==> src/mipsIsaPkg.sv <==
package mipsIsaPkg;

    ////////////////////////////////
    // Word and field widths
    ////////////////////////////////

    localparam int instrWidth   = 32;
    localparam int opcodeWidth  = 6;
    localparam int functWidth   = 6;
    localparam int regAddrWidth = 5;

    // Lowest bit of each field in the word
    localparam int opcodeLsb = 26;
    localparam int rsLsb     = 21;
    localparam int rtLsb     = 16;
    localparam int rdLsb     = 11;
    localparam int functLsb  = 0;

    ////////////////////////////////
    // Encodings
    ////////////////////////////////

    // Primary opcode in bits 31..26
    typedef enum logic [opcodeWidth-1:0] {
        special = 6'b000000,
        beq     = 6'b000100,
        bgtz    = 6'b000111,
        ori     = 6'b001101,
        lui     = 6'b001111,
        bpnal   = 6'b110011,
        lw      = 6'b100011,
        sw      = 6'b101011
    } opcodeT;

    // Funct field of the special group
    typedef enum logic [functWidth-1:0] {
        jr   = 6'b001000,
        addu = 6'b100001,
        subu = 6'b100011
    } functT;

    // All zero word for reset and bubbles
    localparam logic [instrWidth-1:0] nopInstr = '0;

endpackage

==> src/hazardPkg.sv <==
package hazardPkg;

    ////////////////////////////////
    // Stage timing
    ////////////////////////////////

    // Cycle count until a value is needed or produced
    typedef logic [1:0] stageTimeT;

    // Tuse values
    // Cycles after decode until the operand is consumed
    localparam stageTimeT tuseImmediate = 2'd0;
    localparam stageTimeT tuseNext      = 2'd1;
    localparam stageTimeT tuseLater     = 2'd2;
    // Operand never read so larger than any Tnew
    localparam stageTimeT tuseNever     = 2'd3;

    // Tnew values
    // Cycles until the result can be forwarded
    localparam stageTimeT tnewReady = 2'd0;
    localparam stageTimeT tnewOne   = 2'd1;
    localparam stageTimeT tnewTwo   = 2'd2;

    ////////////////////////////////
    // Link register
    ////////////////////////////////

    // ra in the usual register convention
    localparam logic [mipsIsaPkg::regAddrWidth-1:0] defaultLinkReg = 5'd31;

endpackage

==> src/hazardPipe.sv <==
`timescale 1ns/100ps

module hazardPipe #(
    parameter logic [mipsIsaPkg::regAddrWidth-1:0] linkReg = hazardPkg::defaultLinkReg
) (
    input  logic                              clk,
    input  logic                              reset,
    input  logic [mipsIsaPkg::instrWidth-1:0] fetchInstr,
    input  logic                              linkTaken,
    output logic                              fetchEnable,
    output logic [mipsIsaPkg::instrWidth-1:0] decodeInstr,
    output logic [mipsIsaPkg::instrWidth-1:0] retireInstr
);

    logic                                stall;

    // Demand side to hazard unit
    logic [mipsIsaPkg::regAddrWidth-1:0] decodeRs;
    logic [mipsIsaPkg::regAddrWidth-1:0] decodeRt;
    hazardPkg::stageTimeT                tuseRs;
    hazardPkg::stageTimeT                tuseRt;

    // Supply side to hazard unit
    logic [mipsIsaPkg::regAddrWidth-1:0] execDest;
    hazardPkg::stageTimeT                execTnew;
    logic [mipsIsaPkg::regAddrWidth-1:0] memDest;
    hazardPkg::stageTimeT                memTnew;

    ////////////////////////////////
    // Decode side
    ////////////////////////////////

    operandDemand #(
        .linkReg     (linkReg)
    ) demand (
        .clk         (clk),
        .reset       (reset),
        .fetchInstr  (fetchInstr),
        .stall       (stall),
        .decodeInstr (decodeInstr),
        .decodeRs    (decodeRs),
        .decodeRt    (decodeRt),
        .tuseRs      (tuseRs),
        .tuseRt      (tuseRt)
    );

    ////////////////////////////////
    // Back end
    ////////////////////////////////

    resultSupply #(
        .linkReg     (linkReg)
    ) supply (
        .clk         (clk),
        .reset       (reset),
        .decodeInstr (decodeInstr),
        .stall       (stall),
        .linkTaken   (linkTaken),
        .execDest    (execDest),
        .execTnew    (execTnew),
        .memDest     (memDest),
        .memTnew     (memTnew),
        .retireInstr (retireInstr)
    );

    hazardUnit hazard (
        .decodeRs    (decodeRs),
        .decodeRt    (decodeRt),
        .tuseRs      (tuseRs),
        .tuseRt      (tuseRt),
        .execDest    (execDest),
        .execTnew    (execTnew),
        .memDest     (memDest),
        .memTnew     (memTnew),
        .stall       (stall)
    );

    // Fetch advances whenever decode is free
    assign fetchEnable = !stall;

endmodule

==> src/hazardUnit.sv <==
`timescale 1ns/100ps

module hazardUnit (
    input  logic [mipsIsaPkg::regAddrWidth-1:0] decodeRs,
    input  logic [mipsIsaPkg::regAddrWidth-1:0] decodeRt,
    input  hazardPkg::stageTimeT                tuseRs,
    input  hazardPkg::stageTimeT                tuseRt,
    input  logic [mipsIsaPkg::regAddrWidth-1:0] execDest,
    input  hazardPkg::stageTimeT                execTnew,
    input  logic [mipsIsaPkg::regAddrWidth-1:0] memDest,
    input  hazardPkg::stageTimeT                memTnew,
    output logic                                stall
);

    // Per source and per stage
    logic rsExecHit;
    logic rsMemHit;
    logic rtExecHit;
    logic rtMemHit;

    ////////////////////////////////
    // Single comparison
    ////////////////////////////////

    // Result arrives too late even with forwarding
    function automatic logic lateResult(
        input logic [mipsIsaPkg::regAddrWidth-1:0] src,
        input hazardPkg::stageTimeT                tuse,
        input logic [mipsIsaPkg::regAddrWidth-1:0] dest,
        input hazardPkg::stageTimeT                tnew
    );
        // Register 0 is hardwired and never waits
        return (src != '0) && (src == dest) && (tuse < tnew);
    endfunction

    ////////////////////////////////
    // Demand against supply
    ////////////////////////////////

    assign rsExecHit = lateResult(decodeRs, tuseRs, execDest, execTnew);
    assign rsMemHit  = lateResult(decodeRs, tuseRs, memDest, memTnew);
    assign rtExecHit = lateResult(decodeRt, tuseRt, execDest, execTnew);
    assign rtMemHit  = lateResult(decodeRt, tuseRt, memDest, memTnew);

    // Any late source holds the front end
    assign stall = rsExecHit | rsMemHit | rtExecHit | rtMemHit;

endmodule

==> src/instrDecode.sv <==
`timescale 1ns/100ps

module instrDecode #(
    parameter logic [mipsIsaPkg::regAddrWidth-1:0] linkReg = hazardPkg::defaultLinkReg
) (
    input  logic [mipsIsaPkg::instrWidth-1:0]   instr,
    output logic [mipsIsaPkg::regAddrWidth-1:0] rs,
    output logic [mipsIsaPkg::regAddrWidth-1:0] rt,
    output hazardPkg::stageTimeT                tuseRs,
    output hazardPkg::stageTimeT                tuseRt,
    output hazardPkg::stageTimeT                tnewExec,
    output hazardPkg::stageTimeT                tnewMem,
    output logic                                writesLink,
    output logic [mipsIsaPkg::regAddrWidth-1:0] dest
);

    mipsIsaPkg::opcodeT                  opcode;
    mipsIsaPkg::functT                   funct;
    logic [mipsIsaPkg::regAddrWidth-1:0] rd;

    // One flag per instruction class
    logic calcR;
    logic calcI;
    logic isLui;
    logic isLoad;
    logic isStore;
    logic isBeq;
    logic isBgtz;
    logic isJr;
    logic isBpnal;

    ////////////////////////////////
    // Field extraction
    ////////////////////////////////

    assign opcode = mipsIsaPkg::opcodeT'(instr[mipsIsaPkg::opcodeLsb +: mipsIsaPkg::opcodeWidth]);
    assign funct  = mipsIsaPkg::functT'(instr[mipsIsaPkg::functLsb +: mipsIsaPkg::functWidth]);
    assign rs     = instr[mipsIsaPkg::rsLsb +: mipsIsaPkg::regAddrWidth];
    assign rt     = instr[mipsIsaPkg::rtLsb +: mipsIsaPkg::regAddrWidth];
    assign rd     = instr[mipsIsaPkg::rdLsb +: mipsIsaPkg::regAddrWidth];

    ////////////////////////////////
    // Classification
    ////////////////////////////////

    always_comb begin
        calcR   = 1'b0;
        calcI   = 1'b0;
        isLui   = 1'b0;
        isLoad  = 1'b0;
        isStore = 1'b0;
        isBeq   = 1'b0;
        isBgtz  = 1'b0;
        isJr    = 1'b0;
        isBpnal = 1'b0;
        // Unlisted encodings keep every flag low and act as nop
        case (opcode)
            mipsIsaPkg::special: begin
                case (funct)
                    mipsIsaPkg::addu: calcR = 1'b1;
                    mipsIsaPkg::subu: calcR = 1'b1;
                    mipsIsaPkg::jr:   isJr  = 1'b1;
                    default:          calcR = 1'b0;
                endcase
            end
            mipsIsaPkg::ori:   calcI   = 1'b1;
            mipsIsaPkg::lui:   isLui   = 1'b1;
            mipsIsaPkg::lw:    isLoad  = 1'b1;
            mipsIsaPkg::sw:    isStore = 1'b1;
            mipsIsaPkg::beq:   isBeq   = 1'b1;
            mipsIsaPkg::bgtz:  isBgtz  = 1'b1;
            mipsIsaPkg::bpnal: isBpnal = 1'b1;
            default:           calcR   = 1'b0;
        endcase
    end

    ////////////////////////////////
    // Tuse of both sources
    ////////////////////////////////

    // Branch compares happen in decode itself
    assign tuseRs = (isBeq | isBgtz | isJr | isBpnal)            ? hazardPkg::tuseImmediate :
                    (calcR | calcI | isLoad | isStore)           ? hazardPkg::tuseNext :
                                                                   hazardPkg::tuseNever;

    // Store data is only needed in memory
    assign tuseRt = (isBeq | isBgtz) ? hazardPkg::tuseImmediate :
                    calcR            ? hazardPkg::tuseNext :
                    isStore          ? hazardPkg::tuseLater :
                                       hazardPkg::tuseNever;

    ////////////////////////////////
    // Tnew and destination
    ////////////////////////////////

    // Seen from the execute register
    assign tnewExec = (calcR | calcI | isLui) ? hazardPkg::tnewOne :
                      isLoad                  ? hazardPkg::tnewTwo :
                                                hazardPkg::tnewReady;

    // Only a load still has work left after memory entry
    assign tnewMem = isLoad ? hazardPkg::tnewOne : hazardPkg::tnewReady;

    // Link condition is applied by the caller
    assign writesLink = isBpnal;

    assign dest = calcR                     ? rd :
                  (calcI | isLui | isLoad)  ? rt :
                  isBpnal                   ? linkReg :
                                              '0;

endmodule

==> src/operandDemand.sv <==
`timescale 1ns/100ps

module operandDemand #(
    parameter logic [mipsIsaPkg::regAddrWidth-1:0] linkReg = hazardPkg::defaultLinkReg
) (
    input  logic                                clk,
    input  logic                                reset,
    input  logic [mipsIsaPkg::instrWidth-1:0]   fetchInstr,
    input  logic                                stall,
    output logic [mipsIsaPkg::instrWidth-1:0]   decodeInstr,
    output logic [mipsIsaPkg::regAddrWidth-1:0] decodeRs,
    output logic [mipsIsaPkg::regAddrWidth-1:0] decodeRt,
    output hazardPkg::stageTimeT                tuseRs,
    output hazardPkg::stageTimeT                tuseRt
);

    ////////////////////////////////
    // Decode register
    ////////////////////////////////

    // Holds under stall so the consumer waits in decode
    always_ff @(posedge clk) begin
        if (reset) begin
            decodeInstr <= mipsIsaPkg::nopInstr;
        end else if (!stall) begin
            decodeInstr <= fetchInstr;
        end
    end

    ////////////////////////////////
    // Source demand
    ////////////////////////////////

    // Only the reading side of the decoder matters here
    instrDecode #(
        .linkReg    (linkReg)
    ) decodeClassify (
        .instr      (decodeInstr),
        .rs         (decodeRs),
        .rt         (decodeRt),
        .tuseRs     (tuseRs),
        .tuseRt     (tuseRt),
        .tnewExec   (),
        .tnewMem    (),
        .writesLink (),
        .dest       ()
    );

endmodule

==> src/resultSupply.sv <==
`timescale 1ns/100ps

module resultSupply #(
    parameter logic [mipsIsaPkg::regAddrWidth-1:0] linkReg = hazardPkg::defaultLinkReg
) (
    input  logic                                clk,
    input  logic                                reset,
    input  logic [mipsIsaPkg::instrWidth-1:0]   decodeInstr,
    input  logic                                stall,
    input  logic                                linkTaken,
    output logic [mipsIsaPkg::regAddrWidth-1:0] execDest,
    output hazardPkg::stageTimeT                execTnew,
    output logic [mipsIsaPkg::regAddrWidth-1:0] memDest,
    output hazardPkg::stageTimeT                memTnew,
    output logic [mipsIsaPkg::instrWidth-1:0]   retireInstr
);

    logic [mipsIsaPkg::instrWidth-1:0]   execInstr;
    logic [mipsIsaPkg::instrWidth-1:0]   memInstr;
    // Link condition captured as the instruction leaves execute
    logic                                memLinkTaken;

    // Raw decoder results before the link condition
    logic [mipsIsaPkg::regAddrWidth-1:0] execDestRaw;
    logic [mipsIsaPkg::regAddrWidth-1:0] memDestRaw;
    logic                                execIsLink;
    logic                                memIsLink;

    ////////////////////////////////
    // Execute, memory, writeback
    ////////////////////////////////

    always_ff @(posedge clk) begin
        if (reset) begin
            execInstr    <= mipsIsaPkg::nopInstr;
            memInstr     <= mipsIsaPkg::nopInstr;
            retireInstr  <= mipsIsaPkg::nopInstr;
            memLinkTaken <= 1'b0;
        end else begin
            // Bubble into execute while decode is held
            if (stall) begin
                execInstr <= mipsIsaPkg::nopInstr;
            end else begin
                execInstr <= decodeInstr;
            end
            // Later stages never wait
            memInstr     <= execInstr;
            memLinkTaken <= linkTaken;
            retireInstr  <= memInstr;
        end
    end

    ////////////////////////////////
    // Execute stage supply
    ////////////////////////////////

    instrDecode #(
        .linkReg    (linkReg)
    ) execClassify (
        .instr      (execInstr),
        .rs         (),
        .rt         (),
        .tuseRs     (),
        .tuseRt     (),
        .tnewExec   (execTnew),
        .tnewMem    (),
        .writesLink (execIsLink),
        .dest       (execDestRaw)
    );

    // Live condition from the execute datapath
    assign execDest = (execIsLink && !linkTaken) ? '0 : execDestRaw;

    ////////////////////////////////
    // Memory stage supply
    ////////////////////////////////

    instrDecode #(
        .linkReg    (linkReg)
    ) memClassify (
        .instr      (memInstr),
        .rs         (),
        .rt         (),
        .tuseRs     (),
        .tuseRt     (),
        .tnewExec   (),
        .tnewMem    (memTnew),
        .writesLink (memIsLink),
        .dest       (memDestRaw)
    );

    // Stored condition travels with the instruction
    assign memDest = (memIsLink && !memLinkTaken) ? '0 : memDestRaw;

endmodule

==> config.mk <==
export PLATFORM = sky130hd
export DESIGN_NAME = hazardPipe
export DESIGN_NICKNAME = d
export VERILOG_FILES = /design/src/mipsIsaPkg.sv /design/src/hazardPkg.sv /design/src/hazardPipe.sv /design/src/hazardUnit.sv /design/src/instrDecode.sv /design/src/operandDemand.sv /design/src/resultSupply.sv
export SDC_FILE = /design/constraint.sdc
export NUM_CORES = 1
export LEC_CHECK = 0
export ABC_AREA = 1
export BUFFER_PORTS_ARGS = -buffer_cell sky130_fd_sc_hd__buf_4
export CAP_MARGIN = 15
export CORE_ASPECT_RATIO = 2
export CORE_MARGIN = 2
export CORE_UTILIZATION = 49
export DETAILED_ROUTE_END_ITERATION = 7
export PLACE_DENSITY = 0.85
export SYNTH_ARGS = -nofsm -noshare
export SYNTH_HDL_FRONTEND = slang
export SYNTH_SLANG_ARGS = --single-unit
==> constraint.sdc <==
create_clock -name clk -period 2.55 [get_ports clk]
set_input_delay 0.1275 -clock clk [delete_from_list [all_inputs] [get_ports clk]]
set_output_delay 0.1275 -clock clk [all_outputs]
set_load 0.01 [all_outputs]
==> results.md, run 1 <==
Run status:
- The run finished, with violations left.
- The final reports fail on design-rule violations, negative setup slack.

Timing:
- Setup repair after global routing could not meet its margin everywhere.
- The number of pins with negative max-slew slack in the final report is 0.
- The relative slew slack is 59.5%.
- The measured slew at the worst slew-check pin is 608 ps.
- The setup slack after layout is -511 ps.
- The clock tree skew after final layout is roughly 8.2 ps.
- The final number of hold-violating endpoints is 0.
- The share of the cycle needed by the critical path after routing is 120%.
- The fmax is 327 MHz.
- The minimum clock period is just over 3000 ps.
- In the final timing run, aggregate negative setup slack is -24200 ps.
- The total setup violations reported at the end of the flow is 65.

Detailed routing:
- In the routed layout, each cell is associated on average with a via count of 4.92.
- The number of optimization iterations in the first detailed-route pass is 8.
- The final layout contains routed wiring with a total length of 15200 um.
- In this run, the number of DRC markers left after iteration 0 of detailed routing was 307.
- The detailed router placed 5107 vias in this run.
- The post-route antenna net violation count is 0.
- The per-cell routed wire length is 14.6 um.
- The detailed-route DRC error count is 1.

Synthesis:
- The post-synthesis area per instance is 7.33 sq um.
- For this run, the leading register cell type out of synthesis is dfxtp_1.
- The fraction of synthesis flops using an asynchronous set or reset pin is 0%.
- Counting every instance in the synthesized netlist gives roughly 750.
- The share of the Yosys chip area taken by registers is 47.0%.
- By count the netlist is led by nor2_1, inv_1, nand2_1, dfxtp_1, nand3_1.
- The largest total area in the synthesized netlist belongs to dfxtp_1.
- The Yosys step of the flow raised 0 warnings.
- nor2_1 is the most common cell in the netlist.
- The synthesized design contains 0 enable-type register cells.
- The register bit total from synthesis is 129.
- The area fraction of the dominant cell type after synthesis is 47.0%.
- By area the synthesized netlist is led by dfxtp_1, nor2_1, inv_1, nand2_1, nand3_2.
- The count of unique library cells instantiated by Yosys is 26.
- The mapped cell area is around 5500 sq um.
- When the netlist entered floorplanning its net count stood at 786.

Final layout:
- Compared with the post-synthesis result, the final layout area differs by 37.0%.
- The non-filler instance count after layout is 1037.
- For this run, the post-layout net count is roughly 900.
- The antenna diode instance count is 0.
- The layout filler cell count is between 800 and 900.
- The fraction of layout instances using a drive strength above 1 is 29.2%.
- For this run, the share of the core covered by cells in the final layout is 68.7%.

Pwr:
- Across the VDD grid, the largest voltage drop is 0.556 mV.
- Of the total power, registers draw 41.3%.
- The fraction of power consumed by combinational cells is 11.0%.
- The power density over cell area is approximately 700 nW/um^2.
- The internal power of the cells totals 4020 uW.
- The net switching power of the design is 1280 uW.
- Of the total power, the share spent switching nets is 24.1%.
- In this run the static leakage power is between 0.003 and 0.004 uW.
- In this run, the clock network consumes 47.7% of the power.

Floorplanning:
- For this configuration, the core starts out at a cell density of 50.2%.
- The site row count is 54.
- The die covers ~12000 sq um.
- The core region area is 10900 sq um.
- The die width is 78.9 um.
- The floorplan step set the die height to 154 um.
- The boundary pin count is 100.

GRT:
- The number of antenna violations at the first check in global routing is 0.
- The number of global-route vias before repair is 4873.
- The pin count of the biggest net entering global routing is 66.
- The first global-routing pass estimated 22800 um of wire.
- The combined global-route utilization of all metal layers is 24.1%.
- The total overflow left after global routing is 0.

Setup path:
- Data arrives at the worst endpoint at 2930 ps.
- Data on the critical path is required at its endpoint by 2420 ps.
- The largest driver fanout on the critical path is 3.
- The endpoint identified for the worst register-to-register timing path is supply.execInstr[20]$_SDFF_PP0_.
- The beginning of the worst register-to-register path is demand.decodeInstr[26]$_SDFFE_PP0N_.
- In this run the register-to-register setup slack is -480 ps.
- The worst setup path category is flip-flop to output port.
- The type of element capturing the critical path is an output port.
- STA classifies the critical path startpoint as a flip-flop.
- Counting cells, the worst reg-to-reg path comes to 18.

Clocking:
- The clock tree from TritonCTS is done.
- The later pin in the worst-skew pair is clocked with a latency of between 400 and 500 ps.
- The total clock buffers created by CTS is 17.
- In this run the clock root is driven by a clkbuf_16.
- The depth of the CTS H-tree is 4.
- The maximum clock insertion buffer count is 2.
- CTS saw 129 sinks.
- The clock-pin slew reported for the worst setup and hold paths after clock tree synthesis is 60 ps.

Placed design:
- The count of buffers added on input and output ports is 99.
- In this run, placement finished with an instance count of 986.
- After legalization and detailed placement, the total HPWL measured 8370 um.
- The weighted congestion at the end of routability-driven global placement is 0.901.
- The minimum setup slack after placement is -199 ps.

Hold path:
- The tightest min-delay check is of the input pin to flip-flop type.
- In this run the most critical hold path is launched from fetchInstr[1].
- The number of cells on the worst hold path is 5.
- The end point of the worst hold path is demand.decodeInstr[1]$_SDFFE_PP0N_.

Run:
- The max capacitance violation total is 0.
[worst max-delay path: stages, from the launching register on]
cell and delay (ps):
dfxtp_2 400, buf_4 150, inv_1 70, nor4_2 490, a2111oi_4 150, ha_1 340
a21oi_2 130, nand2_1 60, nor2_1 110, nand3_1 80, nand2_1 110, nand2_2 90
nand2_2 80, inv_2 50, buf_6 110, buf_6 110
[cell families after synthesis]
logic type / count (synthesis) / synth area share (%)
compound gates: 40 / 4.44
simple gates: 404 / 34.3
flops: 129 / 47.0
buf+inv: 174 / 13.8
fa+ha+maj: 2 / 0.456
[through the flow]
stage | hold slack, ps | total power, uW | cell area [sq um]
floorplan | 252 | 2480 | 5490
global placement | 365 | 2670 | 6440
detailed placement | 364 | 2680 | 6440
CTS | 16.9 | 5250 | 7390
global route | 32.7 | 5450 | 7520
finish | 18.3 | 5300 | 7520
[what timing repair did]
action / CTS / global route
gates resized for setup: 23 / 18
endpoints found under the hold margin: 1 / 0
pin swaps: 11 / 6
cloned: 4 / 3
endpoints found under the setup margin: 65 / 65
setup buffers: 11 / 1
hold buffers: 1 / 0
[cell usage in the layout, fill, tap and decap left out, drive strengths merged]
master,n
o31ai,1
dlygate4sd3,1
buf,139
o21ai,1
nor4,2
dfxtp,129
clkinvlp,5
nor2,175
nor3,3
nand4,3
clkbuf,21
bufbuf,1
a21oi,37
nand3,83
bufinv,4
nand2,138
a2111oi,1
ha,2
inv,149
clkinv,2
[layout make-up]
class | count | area, sq um | area share (%)
clock inverter | 13 | 185 | 2.46
clock buffer | 19 | 433 | 5.75
inverter | 147 | 552 | 7.33
multi-input combinational | 446 | 2270 | 30.1
timing repair buffer | 143 | 1320 | 17.5
tap | 140 | 175 | 2.33
sequential | 129 | 2590 | 34.5
[layer usage]
layer  part of all wire, %  global-route usage (%)  wire [um]
met1                    34                    23.4       5110
met2                    55                    44.3       8310
met3                   5.6                    5.69        850
met4                   5.9                    15.4        901
met5                     0                       0          0
[registers in the layout, indices dropped and copies added (netlist names)]
signal               count
demand.decodeInstr      32
supply.retireInstr      32
supply.execInstr        32
supply.memLinkTaken      1
supply.memInstr         32
[how the worst max path moves through the flow]
stage                                        startpoint                                   to  slack [ps]  depth (start not counted)
global placement    demand.decodeInstr[30]$_SDFFE_PP0N_  demand.decodeInstr[24]$_SDFFE_PP0N_         -50                         16
CTS                 demand.decodeInstr[26]$_SDFFE_PP0N_                          fetchEnable        -200                         18
finish              demand.decodeInstr[26]$_SDFFE_PP0N_                          fetchEnable        -510                         15
floorplan           demand.decodeInstr[27]$_SDFFE_PP0N_  demand.decodeInstr[30]$_SDFFE_PP0N_          50                         17
detailed placement  demand.decodeInstr[26]$_SDFFE_PP0N_  demand.decodeInstr[25]$_SDFFE_PP0N_        -200                         16
global route        demand.decodeInstr[26]$_SDFFE_PP0N_                          fetchEnable        -670                         15
[power by group through the flow]
| stage | Clock [uW] | Combinational (uW) | Sequential, uW |
|---|---|---|---|
| final | 2530 | 584 | 2190 |
| after global routing | 2630 | 630 | 2190 |
| after CTS | 2530 | 541 | 2170 |
| after detailed placement | 0 | 466 | 2210 |
| after global placement | 0 | 458 | 2210 |
| after floorplan | 0 | 250 | 2230 |
No activity file was read; power rests on OpenSTA's default activity.
==> run 2: changes to the inputs <==
--- a/config.mk
+++ b/config.mk
@@ -12,7 +12,8 @@
 export CORE_MARGIN = 2
 export CORE_UTILIZATION = 49
 export DETAILED_ROUTE_END_ITERATION = 7
-export PLACE_DENSITY = 0.85
+export GPL_ROUTABILITY_DRIVEN = 0
+export PLACE_DENSITY = 0.83
 export SYNTH_ARGS = -nofsm -noshare
 export SYNTH_HDL_FRONTEND = slang
 export SYNTH_SLANG_ARGS = --single-unit
==> constraint.sdc (replaced) <==
create_clock -name clk -period 3.4 [get_ports clk]
set_input_delay 0.17 -clock clk [delete_from_list [all_inputs] [get_ports clk]]
set_output_delay 0.17 -clock clk [all_outputs]
set_load 0.01 [all_outputs]
==> results.md, run 2 (synthesis results as in run 1) <==
Run status:
- The flow ran to the end, and the final reports show no timing, DRC or antenna violations.

Clocking:
- The depth of the CTS H-tree is 4 (unchanged).
- The maximum clock insertion buffer count is 2 (unchanged).
- The total clock buffers created by CTS came to 17 (unchanged).
- The count of clock tree sinks is 129 (unchanged).
- The tree is rooted in a clkbuf_16.
- The clock tree from TritonCTS is done.
- The clock latency of the later-clocked register in the worst-skew pair was 420 ps (about the same).
- The clock-pin slew reported for the worst setup and hold paths after clock tree synthesis is 60 ps (about the same).

Timing:
- The share of the cycle needed by the critical path after routing is 89.5%.
- The final number of hold-violating endpoints is 0 (unchanged).
- The setup slack after layout is 358 ps (+869 ps).
- The clock tree skew after final layout was 11.9 ps (+3.68 ps).
- The relative slew slack is 55.6% (-3.9 points).
- The total setup violations reported at the end of the flow came to 0 (-100%).
- The fmax is 329 MHz.
- Counting I/O delays and the setup requirement, the final critical path takes ~3000 ps.
- The measured slew at the worst slew-check pin was 660 ps (+52.2 ps).
- The number of pins with negative max-slew slack in the final report was 0 (unchanged).
- Setup repair after global routing left no endpoint under its margin.
- The total negative slack is 0 ps (+24200 ps).

GRT:
- The number of antenna violations at the first check in global routing is 0 (unchanged).
- The met3 track demand over resource is 4.34% (-1.3 points).
- The wire length of the first global-routing pass was 19000 um (-17%).
- The global routing met2 resource utilization is 35.5% (-8.8 points).
- In this run the most used layer during global routing was met2.
- The met1 track demand over resource was 20.0% (-3.4 points).
- The number of global-route vias before repair is 4348 (-11%).
- The sum of overflow across all layers after global routing is 0 (unchanged).
- The combined global-route utilization of all metal layers is 19.9% (-4.2 points).
- The pin count of the biggest net entering global routing is 66 (unchanged).

Final layout:
- The commonest non-fill, non-tap cell in the layout is nor2_1.
- The layout filler cell count is 994 (+21%).
- The area of combinational cells with multiple inputs is 2180 sq um (-3.8%).
- The post-layout net count was 884 (-4.0%).
- In the layout the commonest cells are nor2_1, inv_1, nand2_1, dfxtp_1, buf_4.
- The fraction of layout instances using a drive strength above 1 is 23.6% (-5.6 points).
- The final instance area is 6910 sq um (-8.2%).
- Compared with the post-synthesis result, the final layout area differs by 25.8%.
- The antenna diode instance count is 0 (unchanged).
- The register area came to 2580 sq um (-0.39%).
- The non-filler instance count after layout is 1000 (-3.6%).

Setup path:
- The data required time of the critical path is 3230 ps (+810 ps).
- The critical path is of the flip-flop to output port type.
- The worst setup path is launched from a flip-flop.
- The maximum cell stage delay along the critical path was 620 ps (+130 ps).
- The critical path goes through inv_1 -> nand2_1 -> nor4_1 -> nor2_1 -> ha_1 -> a21oi_1 -> nand2_1 -> nor2_1 -> nand3_1 -> nand2_1 -> nand2_2 -> nand2_1 -> inv_2 -> buf_4.
- The type of element capturing the critical path is an output port.
- In this design, the critical path's most frequently occurring cell is nand2_1.
- The largest driver fanout on the critical path is 5 (+2).
- The data arrival time at the worst-slack endpoint is 2870 ps (-60 ps).
- The highest-delay cell along the critical path is nor4_1.

Floorplanning:
- The die footprint is 12100 sq um (unchanged).
- The core region area is 10900 sq um (unchanged).
- The boundary pin count is 100 (unchanged).
- The die extent in y came to 154 um (unchanged).
- The starting density of the core is 50.2% (unchanged).
- The site row count is 54 (unchanged).
- The die width is 78.9 um (unchanged).

Placed design:
- The total cell area at the placement stage is 6240 sq um (-3.1%).
- The total placed cells including tap cells is 966 (-2.0%).
- The count of buffers inserted at the top-level ports is 99 (unchanged).
- The minimum setup slack after placement is 163 ps (+362 ps).
- The HPWL after detailed placement is 8230 um (-1.7%).

Detailed routing:
- The number of vias in the routed layout is 4613 (-9.7%).
- The per-cell routed wire length is 11.5 um (-22%).
- The post-route antenna net violation count is 0 (unchanged).
- The detailed-route DRC error count is 0 (-1).
- The number of vias per cell is 4.61 (-6.3%).
- The detailed router's first-iteration violation count is 154 (-50%).
- The total detailed-routing wirelength was 11500 um (-25%).
- The number of optimization iterations in the first detailed-route pass is 5 (-3).

Hold path:
- The type of the most critical hold path is input pin to flip-flop.

Pwr:
- The power density over cell area is 553 nW/um^2 (-21%).
- The highest ir drop seen on vdd is 0.387 mV (-30%).
- The leakage power was 0.00355 uW (-7.8%).

Run:
- The max capacitance violation total was 0 (unchanged).
[run 2: changes by cell type in the layout (fill, tap and decap cells not counted), sizes merged]
cell,change
buf,-34
clkbuf,-3
inv,+2
bufbuf,-1
bufinv,-1
clkinv,+1
clkinvlp,-1
[run 2: area by class of cell]
class                      instances  share of cell area (%)
clock buffer                      18                    6.36
clock inverter                    14                    2.61
inverter                         147                    7.99
multi-input combinational        446                    31.6
sequential                       129                    37.4
tap                              140                    2.54
timing repair buffer             106                    11.6
[run 2: worst paths after layout]
path,from,endpoint,slack [ps],cells past startpoint
worst max-delay path,demand.decodeInstr[31]$_SDFFE_PP0N_,fetchEnable,360,14
worst max register to register,demand.decodeInstr[27]$_SDFFE_PP0N_,demand.decodeInstr[15]$_SDFFE_PP0N_,490,16
worst min register to register,supply.memInstr[9]$_SDFF_PP0_,supply.retireInstr[9]$_SDFF_PP0_,400,2
worst min-delay path,fetchInstr[28],demand.decodeInstr[28]$_SDFFE_PP0N_,60,5
[run 2: report_power, final]
group          internal, uW  switching (uW)
clock network          1180             680
logic                   141             181
registers              1580            55.2
total                  2900             916
[run 2: critical path: cells and delay by family (launching register included)]
| family | cells | cell delay [ps] |
|---|---|---|
| AND/OR/NAND/NOR | 9 | 1330 |
| flip-flops | 1 | 350 |
| buffers and inverters | 3 | 300 |
| adder cells (fa/ha/maj) | 1 | 300 |
| AO/OA/AOI/OAI | 1 | 170 |
[run 2: what timing repair did]
action	4_1_cts	5_1_grt
hold endpoints to repair	1	0
setup buffers	0	1
hold buffers	1	0
setup endpoints to repair	0	59
resized for setup	0	5
[run 2: stage by stage]
step | util [%] | hold WS, ps | total power, uW
2_1_floorplan | - | 295 | 1860
3_3_place_gp | 57.0 | 390 | 1980
3_5_place_dp | 57.0 | 392 | 1980
4_1_cts | 62.8 | 57.0 | 3840
5_1_grt | 63.1 | 73.0 | 3960
6_report | 63.1 | 60.3 | 3820
[run 2: metal layers]
layer,vias to the layer above,wire length (um)
met4,0,586
met5,-,0
met2,147,6020
met1,1981,4300
li1,2443,-
met3,42,544
==> run 3: changes to the inputs <==
==> constraint.sdc (replaced) <==
create_clock -name clk -period 3.54 [get_ports clk]
set_input_delay 0.177 -clock clk [delete_from_list [all_inputs] [get_ports clk]]
set_output_delay 0.177 -clock clk [all_outputs]
set_load 0.01 [all_outputs]
==> results.md, run 3 (synthesis results as in run 1) <==
Setup path:
- The data required time of the critical path came to 3360 ps (+130 ps).
- The highest-delay cell along the critical path is dfxtp_1.
- The type of element capturing the critical path is an output port.
- The startpoint identified for the worst register-to-register timing path is demand.decodeInstr[30]$_SDFFE_PP0N_.
- The first element of the critical path is demand.decodeInstr[30]$_SDFFE_PP0N_.
- STA classifies the critical path startpoint as a flip-flop.
- The maximum cell stage delay along the critical path was 430 ps (-190 ps).
- The worst flop-to-flop path endpoint is demand.decodeInstr[1]$_SDFFE_PP0N_.
- The cell count of the worst reg-to-reg path was 16 (unchanged).
- Traced cell by cell, the critical path runs through nor2_1 -> nand2_1 -> nor2_1 -> nor2_1 -> nand2_1 -> a2111oi_2 -> ha_1 -> a21oi_1 -> nand2_1 -> nor2_1 -> nand3_1 -> nand2_1 -> nand2_4 -> nand2_1 -> inv_2 -> buf_4.
- The cell that appears most often on the critical path is nand2_1.
- The largest driver fanout on the critical path is 16 (+11).
- The data arrival time at the worst-slack endpoint is 2950 ps (+80 ps).
- The endpoint of the most critical setup path is fetchEnable.
- The worst setup path category is flip-flop to output port.
- The setup slack of the most critical reg-to-reg path was 530 ps (+40 ps).

Timing:
- The relative slew slack is 56.4% (+0.80 points).
- The number of pins with negative max-slew slack in the final report is 0 (unchanged).
- The total setup violations reported at the end of the flow is 0 (unchanged).
- Setup repair after global routing left no endpoint under its margin.
- The total negative slack is 0 ps (unchanged).
- Based on the critical path, the design can be clocked at up to 320 MHz.
- The worst hold margin is 10.4 ps (-49.9 ps).
- The minimum clock period is 3130 ps.
- The clock tree skew after final layout is 7.95 ps (-3.92 ps).
- The measured slew at the worst slew-check pin was 654 ps (-5.85 ps).
- The worst path uses 88.4% of the clock period.
- The setup slack after layout is 412 ps (+54.5 ps).
- The final number of hold-violating endpoints came to 0 (unchanged).

Floorplanning:
- The die footprint was 12100 sq um (unchanged).
- The boundary pin count is 100 (unchanged).
- The starting density of the core is 50.2% (unchanged).
- The die extent in y is 154 um (unchanged).
- The site row count is 54 (unchanged).
- The core region area is 10900 sq um (unchanged).
- The die width is 78.9 um (unchanged).

Final layout:
- Leaving out fill and tap cells, the most frequent cells in the layout are nor2_1, inv_1, nand2_1, dfxtp_1, buf_4.
- The library cell used most frequently in the layout, excluding fill and tap cells, is nor2_1.
- The register area is 2580 sq um (unchanged).
- The final instance area is 6870 sq um (-0.56%).
- The area of combinational cells with multiple inputs is 2170 sq um (-0.57%).
- The area growth from synthesis to layout is 25.1%.
- The layout filler cell count was 977 (-1.7%).
- The fraction of layout instances using a drive strength above 1 is 23.5% (-0.062 points).
- The post-layout net count is 882 (-0.23%).
- The antenna diode instance count is 0 (unchanged).

GRT:
- The combined global-route utilization of all metal layers came to 19.8% (-0.097 points).
- The wire length of the first global-routing pass was 19100 um (+0.18%).
- The met3 track demand over resource is 3.70% (-0.65 points).
- The number of antenna violations at the first check in global routing is 0 (unchanged).
- The global routing met2 resource utilization is 35.3% (-0.20 points).
- The pin count of the biggest net entering global routing is 66 (unchanged).
- The sum of overflow across all layers after global routing was 0 (unchanged).
- The met1 track demand over resource was 20.8% (+0.87 points).
- The most used routing layer in global routing is met2.
- The number of global-route vias before repair is 4409 (+1.4%).

Clocking:
- The maximum clock insertion buffer count is 2 (unchanged).
- TritonCTS built the clock tree.
- The depth of the CTS H-tree is 4 (unchanged).
- The clock-pin slew reported for the worst setup and hold paths after clock tree synthesis came to 60 ps (about the same).
- The total setup buffers inserted after CTS came to 0 (unchanged).
- The cell at the root of the clock tree is clkbuf_16.
- The count of clock tree sinks was 129 (unchanged).
- The number of hold buffers added after cts came to 0 (-1).
- The total clock buffers created by CTS came to 17 (unchanged).
- The clock latency of the later-clocked register in the worst-skew pair is 410 ps (about the same).

Placed design:
- The count of buffers inserted at the top-level ports is 99 (unchanged).
- The total cell area at the placement stage is 6240 sq um (unchanged).
- The HPWL after detailed placement is 8050 um (-2.1%).
- The minimum setup slack after placement is 299 ps (+136 ps).

Run:
- The max capacitance violation total is 0 (unchanged).

Pwr:
- The highest ir drop seen on vdd is 0.363 mV (-6.2%).
- The power density over cell area came to 530 nW/um^2 (-4.2%).
- The leakage power came to 0.00353 uW (-0.32%).

Detailed routing:
- The detailed-route DRC error count is 0 (unchanged).
- The per-cell routed wire length is 11.3 um (-1.1%).
- The post-route antenna net violation count is 0 (unchanged).
- The number of vias per cell is 4.62 (+0.22%).
- The detailed router's first-iteration violation count is 187 (+21%).
- The number of optimization iterations in the first detailed-route pass is 5 (unchanged).
- The total detailed-routing wirelength is 11300 um (-1.3%).
- The number of vias in the routed layout came to 4614 (+0.022%).

Run status:
- The run finished with clean final reports.

Hold path:
- The min-delay analysis places its worst path in the category input pin to flip-flop.
- The number of cells on the worst hold path was 3 (-2).
==> run 3: changes by cell type in the layout (fill, tap and decap cells not counted) <==
cell / previous run / this run
a2111oi_4: 1 / 0
inv_8: 1 / 0
dlygate4sd3_1: 1 / 0
clkbuf_8: 1 / 2
buf_4: 105 / 104
clkinv_4: 2 / 0
clkinv_2: 1 / 4
inv_6: 3 / 2
a2111oi_2: 0 / 1
==> run 3: worst min path at each step <==
stage,start,end
floorplan,linkTaken,supply.memLinkTaken$_SDFF_PP0_
global placement,supply.execInstr[10]$_SDFF_PP0_,supply.memInstr[10]$_SDFF_PP0_
detailed placement,supply.memInstr[22]$_SDFF_PP0_,supply.retireInstr[22]$_SDFF_PP0_
finish,linkTaken,supply.memLinkTaken$_SDFF_PP0_
CTS,linkTaken,supply.memLinkTaken$_SDFF_PP0_
global route,linkTaken,supply.memLinkTaken$_SDFF_PP0_
==> run 3: critical path, delay by kind of cell, from the launching register on <==
kind / cells / cell delay, ps
AOI/OAI and AO/OA: 2 / 560
adders and majority gates: 1 / 290
buffers and inverters: 2 / 190
DFF: 1 / 430
and+or+nand+nor: 11 / 1080
==> run 3: cell type report <==
cell class,instances,share of cell area (%)
clock inverters,13,2.29
multi-input cells,446,31.6
well taps,140,2.55
clock buffers,19,6.59
repair buffers,104,11.4
inverters,147,8.03
flip-flops and latches,129,37.6
==> run 3: report_power, final <==
group          total (uW)  switching (uW)  internal (uW)
clock                1760             620           1140
combinational         307             173            134
sequential           1570            51.6           1520
==> run 3: per-stage QoR <==
step                      total power, uW  cells  util, %
after global routing                 3780    998     62.8
final                                3640    998     62.8
after global placement               1900    966     57.0
after CTS                            3660    998     62.6
after detailed placement             1900    966     57.0
after floorplan                      1780    749        -
==> run 3: repair_timing <==
item	in CTS	in global routing
resized for setup	0	4
endpoints found under the hold margin	0	0
setup endpoints to repair	0	58
==> run 3: metal layers <==
| metal | vias up | share of wire (%) |
|---|---|---|
| met2 | 139 | 53 |
| met1 | 2009 | 38 |
| li1 | 2430 | - |
| met3 | 36 | 4.1 |
| met4 | 0 | 4.6 |
| met5 | - | 0 |
